### src/hw/shb_cfg.svh
// ####################
// shared bus config macros
// register window base, boot bank,
// physical region codes
// ####################
`ifndef SHB_CFG_SVH
`define SHB_CFG_SVH

// cpu address of the 256 byte register window
`define SHB_REG_BASE   16'hF000

// bank 7 after reset, both cpus boot from here
`define SHB_BOOT_BANK  9'h07F

// region codes live in physical bits 21:20
// rom takes both 00 and 01
`define SHB_RGN_ROM    2'b00
`define SHB_RGN_RAM    2'b10
`define SHB_RGN_KEY    2'b11

// bank writes take bank bit 8 from this cpu address bit
`define SHB_BANK_HI_BIT 4

`endif

### src/hw/shb_bus_pkg.sv
// ####################
// bus package
// cpu request, physical request,
// master id
// ####################
`default_nettype none

package shb_bus_pkg;

    // what a cpu port presents while req is high
    typedef struct packed {
        logic [15:0] addr;     // 6809 style 16 bit address
        logic [ 7:0] wdata;    // ignored on reads
        logic        rnw;      // 1 = read
    } cpu_req_t;               // 25 bits

    // request after banking, as seen by memories
    typedef struct packed {
        logic [21:0] addr;     // bank + page offset
        logic [ 7:0] wdata;
        logic        rnw;
    } phys_req_t;              // 31 bits

    // which cpu owns the bus
    // value doubles as index into per cpu arrays
    typedef enum logic {
        MAIN = 1'b0,
        SUB  = 1'b1
    } master_e;

endpackage

`default_nettype wire

### src/hw/shb_map_pkg.sv
// ####################
// mapping package
// physical address union,
// region codes, register offsets
// ####################
`default_nettype none

`include "shb_cfg.svh"

package shb_map_pkg;

    // one physical word, two decodes
    typedef union packed {
        struct packed {
            logic [ 8:0] bank;   // from bank register
            logic [12:0] off;    // 8 KB page offset
        } page;
        struct packed {
            logic [ 1:0] rgn;    // chip select decode
            logic [19:0] off;    // offset inside region
        } region;
    } phys_addr_u;

    typedef enum logic [1:0] {
        RGN_ROM  = `SHB_RGN_ROM,
        RGN_ROM1 = `SHB_RGN_ROM | 2'b01,  // upper rom half
        RGN_RAM  = `SHB_RGN_RAM,
        RGN_KEY  = `SHB_RGN_KEY
    } region_e;

    // low byte of a register window address
    typedef enum logic [7:0] {
        BANK0   = 8'd0,
        BANK1   = 8'd1,
        BANK2   = 8'd2,
        BANK3   = 8'd3,
        BANK4   = 8'd4,
        BANK5   = 8'd5,
        BANK6   = 8'd6,
        BANK7   = 8'd7,
        SUB_RST = 8'd8,   // main only, bit 0 -> srst_n
        IRQ_ACK = 8'd9    // read returns pending, clears it
    } reg_off_e;

endpackage

`default_nettype wire

### src/hw/shb_arbiter.sv
// ####################
// two master bus arbiter
// alternating grant, four phase req/ack,
// memory wait via ok levels
// ####################
`timescale 1ns/1ps
`default_nettype none

module shb_arbiter(
    input  wire                    clk,
    input  wire                    rst_n,

    input  wire                    main_req,
    input  shb_bus_pkg::cpu_req_t  main_cmd,
    output logic                   main_ack,
    output logic [7:0]             main_rdata,

    input  wire                    sub_req,
    input  shb_bus_pkg::cpu_req_t  sub_cmd,
    output logic                   sub_ack,
    output logic [7:0]             sub_rdata,

    // towards mapper
    output logic                   grant_valid,
    output shb_bus_pkg::master_e   grant_who,
    output shb_bus_pkg::cpu_req_t  grant_cmd,
    output logic                   grant_done,   // access finishes this cycle
    input  wire                    is_reg,
    input  wire  [7:0]             reg_rdata,

    // memory side
    input  wire                    rom_cs,
    input  wire                    ram_cs,
    input  wire                    key_cs,
    input  wire                    rom_ok,
    input  wire                    ram_ok,
    input  wire  [7:0]             rom_data,
    input  wire  [7:0]             ram_dout,
    input  wire  [7:0]             key_dout,
    output logic                   bus_busy
);
    import shb_bus_pkg::*;

    typedef enum logic [1:0] {
        ST_IDLE,
        ST_ACCESS,   // grant out, waiting for reg path or ok
        ST_DONE      // ack high until req drops
    } state_e;

    state_e      state;
    master_e     last;       // last served master
    master_e     pick;
    logic        hit;        // ok seen, ack goes up next edge
    logic        mem_ok;
    logic        cur_req;
    logic [7:0]  mem_data;
    logic [7:0]  mem_q;

    // key chip has no ok, always ready
    assign bus_busy = (rom_cs & ~rom_ok) | (ram_cs & ~ram_ok);
    assign mem_ok   = (rom_cs | ram_cs | key_cs) & ~bus_busy;
    assign mem_data = rom_cs ? rom_data :
                      ram_cs ? ram_dout : key_dout;

    assign grant_done = (state == ST_ACCESS) & (is_reg | hit);
    assign cur_req    = (grant_who == MAIN) ? main_req : sub_req;

    // on a tie the one not served last wins
    always_comb begin
        if (main_req && sub_req) pick = (last == MAIN) ? SUB : MAIN;
        else if (sub_req)        pick = SUB;
        else                     pick = MAIN;
    end

    always_ff @(posedge clk) begin
        if (!rst_n) begin
            state       <= ST_IDLE;
            last        <= SUB;    // main wins first tie
            grant_valid <= 1'b0;
            grant_who   <= MAIN;
            hit         <= 1'b0;
            main_ack    <= 1'b0;
            sub_ack     <= 1'b0;
        end else begin
            case (state)
                ST_IDLE: if (main_req || sub_req) begin
                    grant_valid <= 1'b1;
                    grant_who   <= pick;
                    last        <= pick;
                    hit         <= 1'b0;
                    state       <= ST_ACCESS;
                end
                ST_ACCESS: begin
                    if (grant_done) begin
                        if (grant_who == MAIN) main_ack <= 1'b1;
                        else                   sub_ack  <= 1'b1;
                        state <= ST_DONE;
                    end else if (mem_ok) begin
                        hit <= 1'b1;   // data latched below
                    end
                end
                ST_DONE: if (!cur_req) begin
                    // release, next cycle is idle
                    main_ack    <= 1'b0;
                    sub_ack     <= 1'b0;
                    grant_valid <= 1'b0;
                    state       <= ST_IDLE;
                end
                default: state <= ST_IDLE;
            endcase
        end
    end

    // payload, no reset
    always_ff @(posedge clk) begin
        if (state == ST_IDLE) grant_cmd <= (pick == SUB) ? sub_cmd : main_cmd;
        if (state == ST_ACCESS && !hit && mem_ok) mem_q <= mem_data;
        if (grant_done && grant_who == MAIN) main_rdata <= is_reg ? reg_rdata : mem_q;
        if (grant_done && grant_who == SUB)  sub_rdata  <= is_reg ? reg_rdata : mem_q;
    end

endmodule

`default_nettype wire

### src/hw/shb_mapper.sv
// ####################
// banking mapper
// per cpu bank registers, page translation,
// region decode, register window,
// sub reset register
// ####################
`timescale 1ns/1ps
`default_nettype none

`include "shb_cfg.svh"

module shb_mapper(
    input  wire                     clk,
    input  wire                     rst_n,

    input  wire                     grant_valid,
    input  shb_bus_pkg::master_e    grant_who,
    input  shb_bus_pkg::cpu_req_t   grant_cmd,
    input  wire                     grant_done,   // one cycle, from arbiter

    output logic                    is_reg,
    output logic [7:0]              reg_rdata,
    output shb_bus_pkg::phys_req_t  phys,

    output logic                    rom_cs,
    output logic                    ram_cs,
    output logic                    key_cs,

    output logic                    srst_n,       // sub cpu reset
    input  wire  [1:0]              irq_pend,     // [0] main, [1] sub
    output logic                    main_irq_clr,
    output logic                    sub_irq_clr
);
    import shb_bus_pkg::*;
    import shb_map_pkg::*;

    localparam logic [15:0] REG_BASE  = `SHB_REG_BASE;
    localparam logic [ 8:0] BOOT_BANK = `SHB_BOOT_BANK;

    logic [8:0]  bank_q [2][8];  // [master][page]
    phys_addr_u  pa;
    region_e     rgn;
    reg_off_e    off_sel;
    logic        in_win;
    logic        mem_sel;
    logic        reg_wr;
    logic        reg_rd;
    logic        ack_rd;

    // window is the top byte of the cpu address
    assign in_win  = grant_cmd.addr[15:8] == REG_BASE[15:8];
    assign is_reg  = grant_valid & in_win;
    assign mem_sel = grant_valid & ~in_win;

    // offset from addr[3:0], addr bit 4 is bank msb on writes
    assign off_sel = reg_off_e'({4'h0, grant_cmd.addr[3:0]});

    // page view: bank of the caller + 13 bit offset
    always_comb begin
        pa.page.bank = bank_q[grant_who][grant_cmd.addr[15:13]];
        pa.page.off  = grant_cmd.addr[12:0];
    end

    assign phys.addr  = pa;
    assign phys.wdata = grant_cmd.wdata;
    assign phys.rnw   = grant_cmd.rnw;

    // region view for chip selects
    assign rgn = region_e'(pa.region.rgn);

    always_comb begin
        rom_cs = 1'b0;
        ram_cs = 1'b0;
        key_cs = 1'b0;
        case (rgn)
            RGN_ROM, RGN_ROM1: rom_cs = mem_sel;
            RGN_RAM:           ram_cs = mem_sel;
            RGN_KEY:           key_cs = mem_sel;
            default:           rom_cs = 1'b0;
        endcase
    end

    // register window strobes, all at completion
    assign reg_wr = grant_done & is_reg & ~grant_cmd.rnw;
    assign reg_rd = grant_done & is_reg &  grant_cmd.rnw;
    assign ack_rd = reg_rd & (off_sel == IRQ_ACK);

    // only irq_ack reads back something
    assign reg_rdata = (off_sel == IRQ_ACK) ? {7'd0, irq_pend[grant_who]} : 8'd0;

    // caller clears its own flag
    assign main_irq_clr = ack_rd & (grant_who == MAIN);
    assign sub_irq_clr  = ack_rd & (grant_who == SUB);

    always_ff @(posedge clk) begin
        if (!rst_n) begin
            for (int m = 0; m < 2; m++) begin
                for (int p = 0; p < 7; p++) begin
                    bank_q[m][p] <= 9'd0;
                end
                bank_q[m][7] <= BOOT_BANK;   // boot vector page
            end
            srst_n <= 1'b0;   // sub held until main lets go
        end else if (reg_wr) begin
            if (off_sel <= BANK7) begin
                // own bank set only
                bank_q[grant_who][grant_cmd.addr[2:0]] <=
                    {grant_cmd.addr[`SHB_BANK_HI_BIT], grant_cmd.wdata};
            end
            if (off_sel == SUB_RST && grant_who == MAIN) begin
                srst_n <= grant_cmd.wdata[0];
            end
        end
    end

endmodule

`default_nettype wire

### src/hw/shb_irq_ctrl.sv
// ####################
// interrupt controller
// vblank fall -> irq pending for both cpus,
// firq fan-out
// ####################
`timescale 1ns/1ps
`default_nettype none

module shb_irq_ctrl(
    input  wire        clk,
    input  wire        rst_n,

    input  wire        lvbl,          // low during vblank
    input  wire        firqn,         // shared firq source
    input  wire        main_irq_clr,
    input  wire        sub_irq_clr,

    output logic [1:0] irq_pend,      // [0] main, [1] sub
    output logic       main_irq_n,
    output logic       sub_irq_n,
    output logic       main_firq_n,
    output logic       sub_firq_n
);

    logic lvbl_q;    // input register
    logic lvbl_l;    // delayed copy for edge detect
    logic vb_fall;
    logic firqn_q;

    assign vb_fall = lvbl_l & ~lvbl_q;

    always_ff @(posedge clk) begin
        if (!rst_n) begin
            lvbl_q   <= 1'b0;   // no false edge out of reset
            lvbl_l   <= 1'b0;
            irq_pend <= 2'b00;
            firqn_q  <= 1'b1;
        end else begin
            lvbl_q  <= lvbl;
            lvbl_l  <= lvbl_q;
            firqn_q <= firqn;
            // new vblank beats a clear in the same cycle
            if (vb_fall)           irq_pend[0] <= 1'b1;
            else if (main_irq_clr) irq_pend[0] <= 1'b0;
            if (vb_fall)           irq_pend[1] <= 1'b1;
            else if (sub_irq_clr)  irq_pend[1] <= 1'b0;
        end
    end

    // active low, straight from the flags
    assign main_irq_n = ~irq_pend[0];
    assign sub_irq_n  = ~irq_pend[1];

    // one register, both cpus see the same firq
    assign main_firq_n = firqn_q;
    assign sub_firq_n  = firqn_q;

endmodule

`default_nettype wire

### src/hw/shb_main.sv
// ####################
// shared bus controller top
// arbiter + mapper + irq controller
// ####################
`timescale 1ns/1ps
`default_nettype none

module shb_main(
    input  wire                    clk,
    input  wire                    rst_n,

    input  wire                    lvbl,
    input  wire                    firqn,

    // main cpu port
    input  wire                    main_req,
    input  shb_bus_pkg::cpu_req_t  main_cmd,
    output logic                   main_ack,
    output logic [7:0]             main_rdata,

    // sub cpu port
    input  wire                    sub_req,
    input  shb_bus_pkg::cpu_req_t  sub_cmd,
    output logic                   sub_ack,
    output logic [7:0]             sub_rdata,

    // shared physical bus
    output logic [21:0]            baddr,
    output logic [7:0]             bdout,
    output logic                   brnw,

    output logic                   rom_cs,
    output logic                   ram_cs,
    output logic                   key_cs,
    input  wire                    rom_ok,
    input  wire                    ram_ok,
    input  wire  [7:0]             rom_data,
    input  wire  [7:0]             ram_dout,
    input  wire  [7:0]             key_dout,

    output logic                   srst_n,
    output logic                   bus_busy,

    output logic                   main_irq_n,
    output logic                   sub_irq_n,
    output logic                   main_firq_n,
    output logic                   sub_firq_n
);
    import shb_bus_pkg::*;

    logic       grant_valid;
    master_e    grant_who;
    cpu_req_t   grant_cmd;
    logic       grant_done;
    logic       is_reg;
    logic [7:0] reg_rdata;
    phys_req_t  phys;
    logic [1:0] irq_pend;
    logic       main_irq_clr;
    logic       sub_irq_clr;

    // bus outputs come straight from the mapped request
    assign baddr = phys.addr;
    assign bdout = phys.wdata;
    assign brnw  = phys.rnw;

    shb_arbiter u_arb(
        .clk         ( clk         ),
        .rst_n       ( rst_n       ),
        .main_req    ( main_req    ),
        .main_cmd    ( main_cmd    ),
        .main_ack    ( main_ack    ),
        .main_rdata  ( main_rdata  ),
        .sub_req     ( sub_req     ),
        .sub_cmd     ( sub_cmd     ),
        .sub_ack     ( sub_ack     ),
        .sub_rdata   ( sub_rdata   ),
        .grant_valid ( grant_valid ),
        .grant_who   ( grant_who   ),
        .grant_cmd   ( grant_cmd   ),
        .grant_done  ( grant_done  ),
        .is_reg      ( is_reg      ),
        .reg_rdata   ( reg_rdata   ),
        .rom_cs      ( rom_cs      ),
        .ram_cs      ( ram_cs      ),
        .key_cs      ( key_cs      ),
        .rom_ok      ( rom_ok      ),
        .ram_ok      ( ram_ok      ),
        .rom_data    ( rom_data    ),
        .ram_dout    ( ram_dout    ),
        .key_dout    ( key_dout    ),
        .bus_busy    ( bus_busy    )   // cs with ok low
    );

    shb_mapper u_map(
        .clk          ( clk          ),
        .rst_n        ( rst_n        ),
        .grant_valid  ( grant_valid  ),
        .grant_who    ( grant_who    ),
        .grant_cmd    ( grant_cmd    ),
        .grant_done   ( grant_done   ),
        .is_reg       ( is_reg       ),
        .reg_rdata    ( reg_rdata    ),
        .phys         ( phys         ),
        .rom_cs       ( rom_cs       ),
        .ram_cs       ( ram_cs       ),
        .key_cs       ( key_cs       ),
        .srst_n       ( srst_n       ),
        .irq_pend     ( irq_pend     ),
        .main_irq_clr ( main_irq_clr ),
        .sub_irq_clr  ( sub_irq_clr  )
    );

    shb_irq_ctrl u_irq(
        .clk          ( clk          ),
        .rst_n        ( rst_n        ),
        .lvbl         ( lvbl         ),
        .firqn        ( firqn        ),
        .main_irq_clr ( main_irq_clr ),
        .sub_irq_clr  ( sub_irq_clr  ),
        .irq_pend     ( irq_pend     ),
        .main_irq_n   ( main_irq_n   ),
        .sub_irq_n    ( sub_irq_n    ),
        .main_firq_n  ( main_firq_n  ),
        .sub_firq_n   ( sub_firq_n   )
    );

endmodule

`default_nettype wire

### config.mk
export PLATFORM = sky130hd
export DESIGN_NAME = shb_main
export DESIGN_NICKNAME = d
export VERILOG_FILES = /design/src/hw/shb_bus_pkg.sv /design/src/hw/shb_map_pkg.sv /design/src/hw/shb_arbiter.sv /design/src/hw/shb_mapper.sv /design/src/hw/shb_irq_ctrl.sv /design/src/hw/shb_main.sv
export VERILOG_INCLUDE_DIRS = /design/src /design/src/hw
export SDC_FILE = /design/constraint.sdc
export NUM_CORES = 1
export LEC_CHECK = 0
export BUFFER_PORTS_ARGS = -buffer_cell sky130_fd_sc_hd__buf_4
export CORE_UTILIZATION = 50
export DETAILED_ROUTE_END_ITERATION = 8
export PLACE_DENSITY_LB_ADDON = 0.05
export SLEW_MARGIN = 20
export SYNTH_ARGS = -nofsm -noshare
export SYNTH_HDL_FRONTEND = slang
export SYNTH_SLANG_ARGS = --single-unit
### constraint.sdc
create_clock -name clk -period 2.8 [get_ports clk]
set_input_delay 0.84 -clock clk [delete_from_list [all_inputs] [get_ports clk]]
set_output_delay 0.84 -clock clk [all_outputs]
set_load 0.01 [all_outputs]
==> impl_metrics.py, run 1 <==
metrics = {
    "outcome": {
        "status": "finished, violations left",
        "violations": "DRC, setup timing",
    },
    "worst_setup_path": {
        "crit_fanout": 6,
        "r2r_setup_slack_ns": 0.11,
        "crit_slowest_cell": "mux4_2",
        "required_ns": 1.96,
        "crit_chain": "buf_12 -> mux4_2 -> a22o_1 -> or2_4 -> a31oi_4 -> nor2_2 -> buf_4",
        "cpLargestDelayFamily": "multiplexers",
        "cp-end-kind": "output pin",
        "critPathArrivalTime_ns": 2.37,
        "criticalPathCategory": "register to output pin",
        "reg2reg_to": "u_arb.mem_q[3]$_DFFE_PP_",
        "start_kind": "register",
        "crit_buf_inv": 2,
        "r2r_cells": 8,
        "max_stage_delay_ns": 0.50,
        "crit_cells": 7,
        "critPathCapture": "bus_busy",
    },
    "power_and_ir_drop": {
        "comb_power_share_pct": 12.7,
        "leakage_nw": 4.493,
        "intPower_mw": 5.902,
        "power.total_mw": 7.651,
        "ir_worst_vdd_uv": 408.5,
        "p_sw_mw": 1.750,
        "powerDensity_nw_per_um2": 647.7,
        "pwr-share-clk_pct": 39.5,
        "netSwitchingFraction_pct": 22.87,
        "pwr-share-seq_pct": 47.8,
    },
    "route": {
        "routedWlPerCell_microns": 22.83,
        "drc_errors": 4,
        "avgViaCountPerCell": 5.927,
        "drtIter0Drc": 773,
        "wl_microns": 23610,
        "ant_nets": 0,
        "first_pass_iters": 7,
        "num_vias": 6129,
    },
    "timing": {
        "holdWs_ns": 0.4582,
        "timing.final.ws_setup_ns": -0.4087,
        "hold_viol": 0,
        "fin_crit_ns": 3.209,
        "rsz0062_at_grt": "true",
        "final_max_slew_viol_count": 0,
        "slew_headroom_pct": 66.56,
        "worstMarginPinSlew_ns": 0.5016,
        "finalSetupViolCount": 13,
        "fin_skew_ns": 0.01257,
        "fmax_mhz": 311.6,
        "timing.final.crit_share_pct": 114.6,
    },
    "cells_and_area": {
        "regArea_sq_um": 6100,
        "final_common_cell": "buf_4",
        "drive_above_1_share_pct": 41.99,
        "layout.nets": 871,
        "syn2layout_area_growth_pct": 25.80,
        "multiInputGateArea_sq_um": 2935,
        "layout_common_cells": "buf_4, edfxtp_1, and2_1, mux4_2, mux2_2",
        "insertedDiodeCount": 0,
        "finish.utilization_pct": 64.87,
        "fill_cells": 1315,
    },
    "yosys": {
        "synth_area_leader_cell": "edfxtp_1",
        "syn_avg_cell_area_sq_um": 15.32,
        "ys_seq_elements": 208,
        "syn-instance-count": 613,
        "netlist.area_leader.share_pct": 61.72,
        "syn_area_sq_um": 9390,
        "synthDistinctLibCells": 45,
        "syn-num-nets": 695,
        "synth_edf_count": 193,
        "synth.area.top_cells": "edfxtp_1, mux4_2, and2_1",
        "ys_async_sr_fraction_pct": 0,
        "ys_seq_area_share_pct": 64.92,
        "ys.warnings.count": 0,
        "synth_ff_type": "edfxtp_1",
    },
    "die": {
        "coreArea_sq_um": 18210,
        "dieArea_sq_um": 19330,
        "die_h_microns": 139.0,
        "initial_core_util_pct": 51.57,
        "io-pin-count": 140,
        "num_rows": 49,
        "die_x_microns": 139.0,
    },
    "global_route": {
        "overflow": 0,
        "first_global_vias": 5891,
        "grt_antenna_before_repair": 0,
        "use_met3_pct": 4.765,
        "busiest_layer": "met2",
        "grt_pass1_wl_microns": 35000,
        "gr-usage-met1_pct": 36.31,
        "track_usage_pct": 24.47,
        "grt_max_degree": 30,
        "met2_usage_pct": 36.44,
    },
    "hold_path": {
        "hold_class": "register to register",
    },
    "placed_design": {
        "io_buffers": 139,
        "gp_congestion": 0.8523,
        "hpwlAfterDp_microns": 16570,
    },
    "cts": {
        "cts.sinks": 208,
        "path_clk_slew_ns": 0.06,
        "clk_path_buf_depth": 3,
        "clk_latency_ns": 0.50,
        "numCtsBuffers": 22,
        "clockRootBuffer": "clkbuf_16",
        "cts_max_level": 1,
        "cts_tree": "yes",
        "cts_hold_buf": 0,
    },
    "flow_run": {
        "cap_viol_max_count": 0,
    },
}
-- layout make-up --
cell class                 instances  area share, %
inverter                          10         0.3178
clock buffer                      25          4.936
timing repair buffer             214          14.37
sequential                       208          51.64
multi-input combinational        333          24.85
clock inverter                    15          1.462
tap                              229          2.426
-- metal layers --
layer  vias up  part of all wire, %
li1       2683                    -
met4         0                  3.1
met2       350                   45
met1      3036                   42
met3        60                  9.2
met5         -                    0
-- Yosys cell counts, types with 3 or more instances --
master,instances
buf_4,22
or3_1,7
o21a_1,3
nor3b_1,9
edfxtp_1,193
and3_1,16
a21oi_1,10
nand2_1,13
and4b_1,9
inv_1,10
nor3_2,8
nor2_1,24
nand2b_1,23
nor2b_1,7
nor3_1,16
nand3_1,4
mux4_2,41
mux2_2,26
dfxtp_1,15
nor4_1,3
and2_1,65
a21boi_0,3
a22o_1,4
clkbuf_1,29
o21ai_0,10
buf_2,8
o22ai_1,8
nand4_1,3
-- worst min-delay path by stage --
stage / from / end / slack, ns / cells past startpoint
2_1_floorplan: u_irq.lvbl_q$_SDFF_PN0_ / u_irq.lvbl_l$_SDFF_PN0_ / 0.43 / 1
3_3_place_gp: u_irq.lvbl_q$_SDFF_PN0_ / u_irq.lvbl_l$_SDFF_PN0_ / 0.44 / 1
3_5_place_dp: u_irq.lvbl_q$_SDFF_PN0_ / u_irq.lvbl_l$_SDFF_PN0_ / 0.45 / 1
4_1_cts: u_irq.lvbl_q$_SDFF_PN0_ / u_irq.lvbl_l$_SDFF_PN0_ / 0.46 / 1
5_1_grt: u_irq.lvbl_q$_SDFF_PN0_ / u_irq.lvbl_l$_SDFF_PN0_ / 0.49 / 1
6_report: u_irq.lvbl_q$_SDFF_PN0_ / u_irq.lvbl_l$_SDFF_PN0_ / 0.46 / 1
-- state kept, by name, summed over array words and instances, names as in the netlist, 2 cells and up, named ones only --
name              count
u_arb.main_rdata      8
u_arb.sub_rdata       8
u_arb.state           2
u_irq.irq_pend        2
u_map.bank_q        144
u_arb.grant_cmd      25
u_arb.mem_q           8
-- per-stage QoR --
| stage | std cells | setup slack, ns | setup TNS (ns) | area, sq um |
|---|---|---|---|---|
| 2_1_floorplan | 613 | 0.01938 | 0 | 9403 |
| 3_3_place_gp | 981 | 0.03639 | 0 | 10870 |
| 3_5_place_dp | 981 | -0.01905 | -0.01905 | 10870 |
| 4_1_cts | 1022 | -0.4227 | -4.845 | 11640 |
| 5_1_grt | 1034 | -0.4703 | -5.362 | 11810 |
| 6_report | 1034 | -0.4087 | -4.616 | 11810 |
-- logic make-up after synthesis --
group | after synthesis | synth area share [%]
buffers and inverters | 72 | 4.024
AND/OR/NAND/NOR | 214 | 13.90
AO/OA/AOI/OAI | 49 | 3.544
flip-flops | 208 | 64.92
multiplexers | 70 | 13.62
-- power by group through the flow --
stage | logic (mW) | registers (mW) | clock network [mW]
CTS | 0.923 | 3.65 | 3.06
global route | 1.04 | 3.67 | 3.18
floorplan | 0.597 | 3.64 | 0
detailed placement | 0.911 | 3.72 | 0
finish | 0.973 | 3.65 | 3.02
global placement | 0.893 | 3.71 | 0
-- repair_timing --
action                                  CTS  global route
cloned                                    0             2
endpoints found under the setup margin   13            37
setup buffers                             1            10
pin swaps                                 0             7
resized for setup                         5            16
-- worst reg2reg max path, cell delays in order, from the launching register on --
cell,delay [ns]
dfxtp_4,0.39
buf_12,0.12
mux4_2,0.50
a22o_1,0.25
or2_4,0.29
a31oi_4,0.16
buf_4,0.13
buf_4,0.09
and4b_1,0.43
No activity file was read; power rests on OpenSTA's default activity.
==> run 2, diff against run 1 <==
REMOVE_ABC_BUFFERS = 1   (was default)
clock period = 2.9 ns   (was 2.8 ns; I/O delays follow)
==> impl_metrics.py, run 2 (synthesis results as in run 1) <==
metrics = {
    "cells_and_area": {
        "stdcell_count": 1015,
        "final_common_cell": "edfxtp_1",
        "largest-register": "u_map.bank_q",
        "layout_common_cells": "edfxtp_1, buf_4, and2_1, mux4_2, mux2_2",
        "multiInputGateArea_sq_um": 2938,
        "layout.nets": 854,
        "largestRegisters": "u_map.bank_q: 144 flops, u_arb.grant_cmd: 25 flops",
        "fill_cells": 1345,
        "drive_above_1_share_pct": 40.08,
        "regArea_sq_um": 6100,
        "insertedDiodeCount": 0,
        "final_cell_area_sq_um": 11590,
        "finish.utilization_pct": 63.64,
        "syn2layout_area_growth_pct": 23.40,
        "largest_reg_flops": 144,
    },
    "placed_design": {
        "place_inst": 976,
        "place_ws_ns": -0.001078,
        "dpl_cell_area_sq_um": 10880,
        "hpwlAfterDp_microns": 16560,
        "gp_congestion": 0.9483,
        "io_buffers": 139,
    },
    "timing": {
        "slew_headroom_pct": 58.16,
        "timing.final.ws_setup_ns": -0.3867,
        "holdWs_ns": 0.4483,
        "finalSetupViolCount": 13,
        "fin_crit_ns": 3.287,
        "timing.final.crit_share_pct": 113.3,
        "fmax_mhz": 304.3,
        "worstMarginPinSlew_ns": 0.6253,
        "final_max_slew_viol_count": 0,
        "hold_viol": 0,
        "fin_skew_ns": 0.01182,
        "tns_ns": -3.962,
        "rsz0062_at_grt": "true",
    },
    "die": {
        "num_rows": 49,
        "io-pin-count": 140,
        "initial_core_util_pct": 51.57,
        "die_h_microns": 139.0,
        "dieArea_sq_um": 19330,
        "die_x_microns": 139.0,
        "coreArea_sq_um": 18210,
    },
    "global_route": {
        "grt_pass1_wl_microns": 35810,
        "grt_antenna_before_repair": 0,
        "grt_max_degree": 30,
        "overflow": 0,
        "first_global_vias": 6004,
        "track_usage_pct": 25.18,
    },
    "route": {
        "num_vias": 5870,
        "routedWlPerCell_microns": 23.41,
        "drtIter0Drc": 466,
        "ant_nets": 0,
        "first_pass_iters": 6,
        "avgViaCountPerCell": 5.783,
        "wl_microns": 23760,
        "drc_errors": 1,
    },
    "cts": {
        "cts_max_level": 1,
        "numCtsBuffers": 21,
        "clk_path_buf_depth": 3,
        "cts.sinks": 208,
        "clk_latency_ns": 0.49,
        "cts_hold_buf": 0,
        "clockRootBuffer": "clkbuf_16",
        "path_clk_slew_ns": 0.06,
        "cts_tree": "yes",
    },
    "flow_run": {
        "cap_viol_max_count": 0,
    },
    "power_and_ir_drop": {
        "power.total_mw": 6.998,
        "ir_worst_vdd_uv": 337.0,
        "leakage_nw": 4.367,
        "powerDensity_nw_per_um2": 603.9,
    },
    "worst_setup_path": {
        "required_ns": 2.03,
        "critPathArrivalTime_ns": 2.42,
        "cp-end-kind": "output pin",
        "start_kind": "register",
        "criticalPathCategory": "register to output pin",
        "crit_fanout": 6,
    },
    "hold_path": {
        "hold_class": "register to register",
    },
    "outcome": {
        "status": "finished, violations left",
        "violations": "DRC, setup timing",
    },
}
==> run 2: cell count changes in the layout (fill, tap and decap cells not counted), sizes merged <==
| cell | delta |
|---|---|
| buf | -15 |
| bufinv | -3 |
| clkbuf | -2 |
| clkinv | +1 |
==> run 2: timing repair <==
item / 4_1_cts / 5_1_grt
setup endpoints to repair: 13 / 13
setup buffers: 2 / 0
pin swaps: 3 / 2
resized for setup: 18 / 0
==> run 2: metal layers <==
metal	share of wire (%)	global-route usage, %	up-vias
met5	0	0	-
met4	3.6	10.29	0
met3	7.4	3.764	66
met2	49	42.56	288
met1	40	32.79	2871
li1	-	-	2645
==> run 2: worst paths after layout <==
check                                                   start  slack [ns]  cells after the start                           endpoint
worst max-delay path                                 register       -0.39                      6                           bus_busy
worst min-delay path                  u_irq.lvbl_q$_SDFF_PN0_        0.45                      1            u_irq.lvbl_l$_SDFF_PN0_
worst max register to register  u_arb.grant_cmd[23]$_DFFE_PN_        0.14                      7  u_map.bank_q[0][31]$_SDFFCE_PN0P_
worst min register to register        u_irq.lvbl_q$_SDFF_PN0_        0.45                      1            u_irq.lvbl_l$_SDFF_PN0_
==> run 2: report_power, final <==
| group | internal, mW | switching [mW] |
|---|---|---|
| clock network | 1.42 | 1.11 |
| logic | 0.492 | 0.450 |
| registers | 3.41 | 0.115 |
==> run 2: critical path: stages (launching register included) <==
cell     delay [ns]
dfxtp_4        0.42
mux4_1         0.57
a22o_1         0.23
or2_4          0.30
a31oi_4        0.20
nor2_2         0.05
buf_4          0.14
==> run 2: layout make-up <==
| cell class | instances | share of cell area, % |
|---|---|---|
| clock buffers | 24 | 4.632 |
| well taps | 229 | 2.473 |
| repair buffers | 198 | 13.79 |
| flip-flops and latches | 208 | 52.64 |
| inverters | 10 | 0.3239 |
| multi-input cells | 333 | 25.35 |
| clock inverters | 13 | 0.7882 |
